[src/trace_pkg.sv]
package trace_pkg;

  //////////////////////////////////////////////////////////////////////
  // Sizes
  //////////////////////////////////////////////////////////////////////
  localparam int NUM_SLOTS = 5;   // One slot per pipeline stage
  localparam int SLOT_W    = 3;   // Slot index width
  localparam int CYC_W     = 16;  // Cycle stamp width, wraps
  localparam int SEQ_W     = 8;   // Program order number width

  localparam logic [6:0] OPC_RR = 7'b0110011;  // Register-register ALU ops

  // Stage a slot currently sits in
  typedef enum logic [2:0] {
    EMPTY,
    FETCH,
    DECODE,
    EXECUTE,
    MEMORY,
    WRITEBACK
  } stage_t;

  //////////////////////////////////////////////////////////////////////
  // Instruction word, R-type and I-type views of the same 32 bits
  //////////////////////////////////////////////////////////////////////
  typedef struct packed {
    logic [6:0] funct7;
    logic [4:0] rs2;
    logic [4:0] rs1;
    logic [2:0] funct3;
    logic [4:0] rd;
    logic [6:0] opcode;
  } instr_r_t;

  typedef struct packed {
    logic [11:0] imm12;  // Signed immediate
    logic [4:0]  rs1;
    logic [2:0]  funct3;
    logic [4:0]  rd;
    logic [6:0]  opcode;
  } instr_i_t;

  typedef union packed {
    instr_r_t r;
    instr_i_t i;
  } instr_u;

  // Fetch strobe from the core
  typedef struct packed {
    logic        valid;
    logic [31:0] pc;
  } fetch_ev_t;

  // Payloads for whatever sits in decode, execute, memory, writeback
  typedef struct packed {
    instr_u      id_instr;
    logic [31:0] ex_result;
    logic [31:0] mem_addr;
    logic [31:0] wb_data;
  } stage_data_t;

  // Occupancy of one stage
  typedef struct packed {
    logic              vld;
    logic [SLOT_W-1:0] slot;
  } stage_loc_t;

  typedef struct packed {
    stage_loc_t de;
    stage_loc_t ex;
    stage_loc_t mem;
    stage_loc_t wb;
  } stage_map_t;

  // Everything captured for one instruction before writeback
  typedef struct packed {
    logic [SEQ_W-1:0] seq;
    logic [CYC_W-1:0] fetch_cycle;
    logic [31:0]      pc;
    instr_u           instr;
    logic [31:0]      ex_result;
    logic [31:0]      mem_addr;
  } slot_rec_t;

  // Record emitted on retire
  typedef struct packed {
    logic [SEQ_W-1:0] seq;
    logic [CYC_W-1:0] fetch_cycle;
    logic [CYC_W-1:0] retire_cycle;
    logic [31:0]      pc;
    instr_u           instr;
    logic [4:0]       rd;
    logic [4:0]       rs1;
    logic [31:0]      src2;      // rs2 index or sign-extended imm12
    logic             is_imm;
    logic [31:0]      ex_result;
    logic [31:0]      mem_addr;
    logic [31:0]      wb_data;
  } retire_rec_t;

endpackage
[src/pipe_trace_top.sv]
`timescale 1ns/1ps

module pipe_trace_top (
  input  logic                   clk,
  input  logic                   rst_n,
  input  logic                   stall,         // Fetch and decode hold
  input  trace_pkg::fetch_ev_t   fetch,
  input  trace_pkg::stage_data_t data,
  output logic                   retire_valid,
  output trace_pkg::retire_rec_t retire
);
  import trace_pkg::*;

  //////////////////////////////////////////////////////////////////////
  // Internal wiring
  //////////////////////////////////////////////////////////////////////
  logic              fetch_accept;  // Fetch taken this edge
  logic [SLOT_W-1:0] alloc_slot;    // Slot given to it
  stage_map_t        map;           // Which slot sits in each stage
  logic [CYC_W-1:0]  cycle;
  logic [SEQ_W-1:0]  seq;
  slot_rec_t         wb_rec;        // Record of the writeback slot

  // Slot stage tracking and allocation
  trace_stage_fsm i_trace_stage_fsm (
    .clk          (clk),
    .rst_n        (rst_n),
    .stall        (stall),
    .fetch_valid  (fetch.valid),
    .fetch_accept (fetch_accept),
    .alloc_slot   (alloc_slot),
    .map          (map)
  );

  // Cycle and sequence stamps
  trace_counters i_trace_counters (
    .clk          (clk),
    .rst_n        (rst_n),
    .fetch_accept (fetch_accept),
    .cycle        (cycle),
    .seq          (seq)
  );

  // Per-slot payload capture
  trace_slot_store i_trace_slot_store (
    .clk          (clk),
    .rst_n        (rst_n),
    .stall        (stall),
    .fetch_accept (fetch_accept),
    .alloc_slot   (alloc_slot),
    .pc           (fetch.pc),
    .seq          (seq),
    .cycle        (cycle),
    .map          (map),
    .data         (data),
    .wb_rec       (wb_rec)
  );

  // Retire record out
  trace_retire_fmt i_trace_retire_fmt (
    .clk          (clk),
    .rst_n        (rst_n),
    .wb_vld       (map.wb.vld),
    .wb_rec       (wb_rec),
    .wb_data      (data.wb_data),
    .cycle        (cycle),
    .retire_valid (retire_valid),
    .retire       (retire)
  );

endmodule

[src/trace_retire_fmt.sv]
`timescale 1ns/1ps

module trace_retire_fmt (
  input  logic                        clk,
  input  logic                        rst_n,
  input  logic                        wb_vld,        // Writeback stage occupied
  input  trace_pkg::slot_rec_t        wb_rec,
  input  logic [31:0]                 wb_data,
  input  logic [trace_pkg::CYC_W-1:0] cycle,
  output logic                        retire_valid,
  output trace_pkg::retire_rec_t      retire
);
  import trace_pkg::*;

  retire_rec_t rec_d;  // Record as it will be registered
  logic        is_rr;  // Register-register opcode

  //////////////////////////////////////////////////////////////////////
  // Record build and operand decode
  //////////////////////////////////////////////////////////////////////
  always_comb begin
    is_rr = (wb_rec.instr.r.opcode == OPC_RR);

    rec_d.seq          = wb_rec.seq;
    rec_d.fetch_cycle  = wb_rec.fetch_cycle;
    rec_d.retire_cycle = cycle;             // Stamp of the retiring edge
    rec_d.pc           = wb_rec.pc;
    rec_d.instr        = wb_rec.instr;
    rec_d.rd           = wb_rec.instr.r.rd; // Same bits in both views
    rec_d.rs1          = wb_rec.instr.i.rs1;
    rec_d.ex_result    = wb_rec.ex_result;
    rec_d.mem_addr     = wb_rec.mem_addr;
    rec_d.wb_data      = wb_data;

    if (is_rr) begin
      rec_d.src2   = {27'd0, wb_rec.instr.r.rs2};  // Register index
      rec_d.is_imm = 1'b0;
    end else begin
      // Anything else treated as I-type
      rec_d.src2   = {{20{wb_rec.instr.i.imm12[11]}}, wb_rec.instr.i.imm12};
      rec_d.is_imm = 1'b1;
    end
  end

  // One-cycle strobe after the writeback edge
  always_ff @(posedge clk or negedge rst_n) begin
    if (!rst_n)
      retire_valid <= 1'b0;
    else
      retire_valid <= wb_vld;
  end

  always_ff @(posedge clk) begin
    if (wb_vld) retire <= rec_d;            // Held until the next retire
  end

endmodule

[src/trace_slot_store.sv]
`timescale 1ns/1ps

module trace_slot_store (
  input  logic                         clk,
  input  logic                         rst_n,
  input  logic                         stall,
  input  logic                         fetch_accept,
  input  logic [trace_pkg::SLOT_W-1:0] alloc_slot,
  input  logic [31:0]                  pc,
  input  logic [trace_pkg::SEQ_W-1:0]  seq,
  input  logic [trace_pkg::CYC_W-1:0]  cycle,
  input  trace_pkg::stage_map_t        map,
  input  trace_pkg::stage_data_t       data,
  output trace_pkg::slot_rec_t         wb_rec
);
  import trace_pkg::*;

  slot_rec_t            slots [NUM_SLOTS];  // One record per tracking slot
  logic [NUM_SLOTS-1:0] alloc_we;           // Allocation write
  logic [NUM_SLOTS-1:0] de_we;              // Slot leaving decode
  logic [NUM_SLOTS-1:0] ex_we;              // Slot leaving execute
  logic [NUM_SLOTS-1:0] mem_we;             // Slot leaving memory

  //////////////////////////////////////////////////////////////////////
  // Write strobes
  //////////////////////////////////////////////////////////////////////
  always_comb begin
    for (int i = 0; i < NUM_SLOTS; i++) begin
      alloc_we[i] = fetch_accept && (alloc_slot == SLOT_W'(i));
      // Decode word taken only on the edge that releases decode
      de_we[i]    = map.de.vld && !stall && (map.de.slot == SLOT_W'(i));
      ex_we[i]    = map.ex.vld && (map.ex.slot == SLOT_W'(i));
      mem_we[i]   = map.mem.vld && (map.mem.slot == SLOT_W'(i));
    end
  end

  //////////////////////////////////////////////////////////////////////
  // Slot registers, field by field
  //////////////////////////////////////////////////////////////////////
  always_ff @(posedge clk or negedge rst_n) begin
    if (!rst_n) begin
      for (int i = 0; i < NUM_SLOTS; i++) begin
        slots[i] <= '0;
      end
    end else begin
      for (int i = 0; i < NUM_SLOTS; i++) begin
        if (alloc_we[i]) begin
          slots[i].seq         <= seq;      // Pre-increment value
          slots[i].fetch_cycle <= cycle;
          slots[i].pc          <= pc;
        end
        if (de_we[i])
          slots[i].instr     <= data.id_instr;
        if (ex_we[i])
          slots[i].ex_result <= data.ex_result;
        if (mem_we[i])
          slots[i].mem_addr  <= data.mem_addr;
      end
    end
  end

  // Writeback slot read out, old contents still visible on reuse edge
  always_comb begin
    wb_rec = '0;
    for (int i = 0; i < NUM_SLOTS; i++) begin
      if (map.wb.slot == SLOT_W'(i)) wb_rec = slots[i];
    end
  end

endmodule

[src/trace_counters.sv]
`timescale 1ns/1ps

module trace_counters (
  input  logic                        clk,
  input  logic                        rst_n,
  input  logic                        fetch_accept,  // One per accepted fetch
  output logic [trace_pkg::CYC_W-1:0] cycle,
  output logic [trace_pkg::SEQ_W-1:0] seq
);
  import trace_pkg::*;

  //////////////////////////////////////////////////////////////////////
  // Free-running cycle stamp
  //////////////////////////////////////////////////////////////////////
  always_ff @(posedge clk or negedge rst_n) begin
    if (!rst_n)
      cycle <= '0;
    else
      cycle <= cycle + 1'b1;                // Wraps at 2**CYC_W
  end

  //////////////////////////////////////////////////////////////////////
  // Program order number
  //////////////////////////////////////////////////////////////////////
  // Slot takes the current value, counter moves on at the same edge
  always_ff @(posedge clk or negedge rst_n) begin
    if (!rst_n)
      seq <= '0;
    else if (fetch_accept)
      seq <= seq + 1'b1;
  end

endmodule

[src/trace_stage_fsm.sv]
`timescale 1ns/1ps

module trace_stage_fsm (
  input  logic                         clk,
  input  logic                         rst_n,
  input  logic                         stall,         // Holds fetch and decode
  input  logic                         fetch_valid,
  output logic                         fetch_accept,
  output logic [trace_pkg::SLOT_W-1:0] alloc_slot,
  output trace_pkg::stage_map_t        map
);
  import trace_pkg::*;

  stage_t               slot_st  [NUM_SLOTS];  // Current stage per slot
  stage_t               slot_nxt [NUM_SLOTS];  // Stage after this edge, before allocation
  logic [NUM_SLOTS-1:0] slot_free;             // Empty now or leaving writeback

  //////////////////////////////////////////////////////////////////////
  // Next stage per slot
  //////////////////////////////////////////////////////////////////////
  always_comb begin
    for (int i = 0; i < NUM_SLOTS; i++) begin
      case (slot_st[i])
        FETCH: begin
          if (stall) slot_nxt[i] = FETCH;     // Front end held
          else       slot_nxt[i] = DECODE;
        end
        DECODE: begin
          if (stall) slot_nxt[i] = DECODE;
          else       slot_nxt[i] = EXECUTE;
        end
        EXECUTE: slot_nxt[i] = MEMORY;        // Back end never stalls
        MEMORY:  slot_nxt[i] = WRITEBACK;
        default: slot_nxt[i] = EMPTY;         // Writeback retires, empty stays empty
      endcase
      slot_free[i] = (slot_st[i] == EMPTY) || (slot_st[i] == WRITEBACK);
    end
  end

  //////////////////////////////////////////////////////////////////////
  // Allocation, lowest free slot wins
  //////////////////////////////////////////////////////////////////////
  always_comb begin
    alloc_slot = '0;
    // Walk downward so the last hit is the lowest index
    for (int i = NUM_SLOTS - 1; i >= 0; i--) begin
      if (slot_free[i]) alloc_slot = SLOT_W'(i);
    end
  end

  // One instruction per stage, so a moving front end always finds a free slot
  assign fetch_accept = fetch_valid & ~stall;

  // Stage registers
  always_ff @(posedge clk or negedge rst_n) begin
    if (!rst_n) begin
      for (int i = 0; i < NUM_SLOTS; i++) begin
        slot_st[i] <= EMPTY;
      end
    end else begin
      for (int i = 0; i < NUM_SLOTS; i++) begin
        if (fetch_accept && (alloc_slot == SLOT_W'(i)))
          slot_st[i] <= FETCH;              // New instruction lands here
        else
          slot_st[i] <= slot_nxt[i];
      end
    end
  end

  //////////////////////////////////////////////////////////////////////
  // Stage to slot map
  //////////////////////////////////////////////////////////////////////
  always_comb begin
    map = '0;
    for (int i = 0; i < NUM_SLOTS; i++) begin
      case (slot_st[i])
        DECODE: begin
          map.de.vld  = 1'b1;
          map.de.slot = SLOT_W'(i);
        end
        EXECUTE: begin
          map.ex.vld  = 1'b1;
          map.ex.slot = SLOT_W'(i);
        end
        MEMORY: begin
          map.mem.vld  = 1'b1;
          map.mem.slot = SLOT_W'(i);
        end
        WRITEBACK: begin
          map.wb.vld  = 1'b1;
          map.wb.slot = SLOT_W'(i);
        end
        default: ;                          // Fetch and empty slots not mapped
      endcase
    end
  end

endmodule

[config.mk]
export PLATFORM = sky130hd
export DESIGN_NAME = pipe_trace_top
export DESIGN_NICKNAME = d
export VERILOG_FILES = /design/src/trace_pkg.sv /design/src/pipe_trace_top.sv /design/src/trace_retire_fmt.sv /design/src/trace_slot_store.sv /design/src/trace_counters.sv /design/src/trace_stage_fsm.sv
export SDC_FILE = /design/constraint.sdc
export NUM_CORES = 1
export LEC_CHECK = 0
export BUFFER_PORTS_ARGS = -buffer_cell sky130_fd_sc_hd__buf_2
export CAP_MARGIN = 20
export CORE_ASPECT_RATIO = 1.4
export CORE_MARGIN = 2
export CORE_UTILIZATION = 59
export CTS_CLUSTER_SIZE = 14
export DETAILED_ROUTE_END_ITERATION = 8
export GPL_TIMING_DRIVEN = 0
export PLACE_DENSITY = 0.89
export SLEW_MARGIN = 15
export SYNTH_ARGS = -nofsm -noshare
export SYNTH_HDL_FRONTEND = slang
export SYNTH_HIERARCHICAL = 1
export SYNTH_SLANG_ARGS = --single-unit
[constraint.sdc]
create_clock -name clk -period 8.9 [get_ports clk]
set_input_delay 0 -clock clk [delete_from_list [all_inputs] [get_ports clk]]
set_output_delay 0 -clock clk [all_outputs]
set_load 0.005 [all_outputs]
==> results.json <==
{
  "clock_sinks": 1008,
  "yosys_warnings": 6,
  "post_cts_buffers": 0,
  "rows": 117,
  "synthDistinctLibCells": 67,
  "crit_type": "register to register",
  "detail_route.first_pass.iterations": 5,
  "insertion_delay_ns": 0.66,
  "track_usage_pct": 30.64,
  "max_freq_mhz": 240.7,
  "critical_path.max_fanout": 10,
  "antenna_left": 0,
  "detailed_place_hpwl_microns": 71520,
  "intPower_w": 0.01242,
  "p_clk_share_pct": 22.9,
  "pwr-share-seq_pct": 43.5,
  "num_io_pins": 408,
  "rsz0062_at_grt": "no",
  "finalInstanceArea_sq_um": 51360,
  "grt-busiest-layer": "met2",
  "grt_pass1_vias": 30541,
  "die_w_microns": 231.9,
  "totalWireLength_microns": 115300,
  "syn_area_sq_um": 42890,
  "combPwrFrac_pct": 33.6,
  "clock_skew_ns": 0.02320,
  "arrival_ns": 4.53,
  "ir_drop_mv": 0.2654,
  "port_buffers": 407,
  "clk_pin_slew_ns": 0.07,
  "grt_pass1_wl_microns": 176900,
  "maxCapViolations": 0,
  "relSlewSlack_pct": 44.59,
  "worst-slew-pin-transition_ns": 0.8312,
  "die_area_sq_um": 74910,
  "final_hold_viol_count": 0,
  "use_met1_pct": 36.63,
  "cts-root-buf": "clkbuf_16",
  "startpoint_type": "register",
  "cts_inserted_buffers": 95,
  "initial_core_util_pct": 59.32,
  "utilization_pct": 71.01,
  "yosysTopAreaCellShare_pct": 46.67,
  "multi_input_area_sq_um": 15170,
  "syn-num-nets": 3155,
  "grt.met2_usage_pct": 53.53,
  "antenna_found_initial": 8,
  "gp_congestion": 0.8302,
  "synth.most_common_cell": "mux2_2",
  "fillerInstances": 4541,
  "fp.dieH_microns": 323.0,
  "period_needed_ns": 4.154,
  "synth_area_per_cell_sq_um": 14.35,
  "synth.yosys.seq_area_share_pct": 61.23,
  "synth_edf_count": 208,
  "setup_viol": 0,
  "cts_tree": "yes",
  "swShare_pct": 31.99,
  "grt_use_met3_pct": 4.734,
  "p_switching_w": 0.005841,
  "nets": 3836,
  "yosys-top-cells-area": "dfrtp_1 (47%), mux2_2 (23%), edfxtp_1 (15%)",
  "clock_path_buffers": 3,
  "num_vias": 28815,
  "place_area_sq_um": 46470,
  "register_area_sq_um": 26270,
  "slew_violations": 0,
  "required_ns": 9.28,
  "drtIter0Drc": 2016,
  "netlist_instances": 2989,
  "fin_crit_sh_pct": 46.68,
  "leakagePower_nw": 22.69,
  "min_path_type": "input pin to register",
  "critPathCaptureType": "register",
  "grt_start_max_net_pins": 108,
  "yosysTopAreaCell": "dfrtp_1",
  "ys_ff_latch": 1008,
  "drt-vias-per-instance": 6.119,
  "drive_gt1_share_pct": 44.47,
  "ys_async_sr_fraction_pct": 79.37,
  "preCtsSetupSlack_ns": 4.818,
  "htreeDepth": 3,
  "grt_overflow": 0,
  "core_area_sq_um": 72320,
  "remaining_drc_errors": 0,
  "status": "complete, no violations",
  "fin_ws_ns": 4.746,
  "synth_commonest_cells": "mux2_2 (877), dfrtp_1 (800), edfxtp_1 (208), nor2_1 (180), nand2_1 (172)",
  "ys.flop_type": "dfrtp_1",
  "syn_to_final_growth_pct": 19.72,
  "power.total_w": 0.01826,
  "p_per_area_nw_per_um2": 355.5,
  "wl_per_cell_microns": 24.49
}
==> through the flow <==
stage	TNS, ns	instances	hold slack [ns]
finish	0	4709	0.08433
global route	0	4709	0.06064
CTS	0	4703	0.02572
detailed placement	0	4360	-0.1083
global placement	-7527.85	4348	0.1770
floorplan	0	2989	-0.2956
==> critical path: stages (launching register included) <==
cell and delay, ns:
dfrtp_1 0.32, clkbuf_1 0.30, nor2b_1 0.13, a22oi_1 0.35, nor2_1 0.11, buf_2 0.27, nor2_2 0.48, buf_4 0.37
clkbuf_1 0.51, nand2_1 0.10, a31oi_1 0.35, and3b_1 0.30, buf_6 0.18, a21boi_1 0.09
==> cell families after synthesis <==
logic type,synth area share [%]
AOI/OAI and AO/OA,5.965
xor gates and xnor gates,0.5484
adders and majority gates,0.05833
buffers and inverters,3.430
DFF,61.23
muxes,24.02
and+or+nand+nor,4.749
==> final cells by class <==
class / instances / area share, %
Sequential cell: 1008 / 51.14
Multi-Input combinational cell: 1727 / 29.55
Timing Repair Buffer: 584 / 7.850
Clock buffer: 132 / 5.338
Buffer: 244 / 2.792
Tap cell: 952 / 2.319
Clock inverter: 46 / 0.9088
Inverter: 10 / 0.07309
Antenna cell: 6 / 0.02924
==> layer usage <==
layer | wire length (microns) | vias up
li1 | - | 12362
met1 | 43250 | 14904
met2 | 60090 | 1191
met3 | 6263 | 354
met4 | 5671 | 4
met5 | 25 | -
==> final timing paths <==
path                                          startpoint                             end  slack, ns  cells past startpoint
min                                             data[20]   i_trace_retire_fmt/retire[20]       0.08                      2
max in group asynchronous                          rst_n   i_trace_slot_store/slots[330]       6.54                      7
max reg2reg                 i_trace_stage_fsm/slot_st[7]  i_trace_retire_fmt/retire[104]       4.75                     13
min in group asynchronous                          rst_n   i_trace_slot_store/slots[110]       0.49                      4
min reg2reg                i_trace_slot_store/slots[628]   i_trace_slot_store/slots[628]       0.49                      1
max                         i_trace_stage_fsm/slot_st[7]  i_trace_retire_fmt/retire[104]       4.75                     13
==> power by group through the flow <==
stage / Clock [W] / Sequential [W] / Combinational [W]
5_1_grt: 0.00443 / 0.00811 / 0.00654
2_1_floorplan: 0 / 0.00781 / 0.00406
3_3_place_gp: 0 / 0.00792 / 0.00551
6_report: 0.00418 / 0.00794 / 0.00614
4_1_cts: 0.00423 / 0.00787 / 0.00606
3_5_place_dp: 0 / 0.00791 / 0.00589
==> placed cells by master (no fill, tap or decap), drive strengths merged, types with 15 or more instances in the layout <==
cell type	count
mux2	912
dfrtp	800
buf	615
edfxtp	208
nor2	181
clkbuf	181
nand2	173
dlygate4sd3	164
a31oi	153
a32oi	152
clkinv	31
xor2	17
inv	15
==> registers in the layout, summed over array words and instances, names as in the netlist <==
signal and flops:
i_trace_slot_store/slots 760, i_trace_retire_fmt/retire 208, i_trace_counters/cycle 16, i_trace_stage_fsm/slot_st 15
i_trace_counters/seq 8, i_trace_retire_fmt/retire_valid 1
==> timing repair <==
item                                   in CTS  in global routing
hold buffers                              165                  0
endpoints found under the hold margin     916                  0
gates resized for setup                     0                  0
setup endpoints to repair                   0                  0
(Power assumes the default switching activity.)
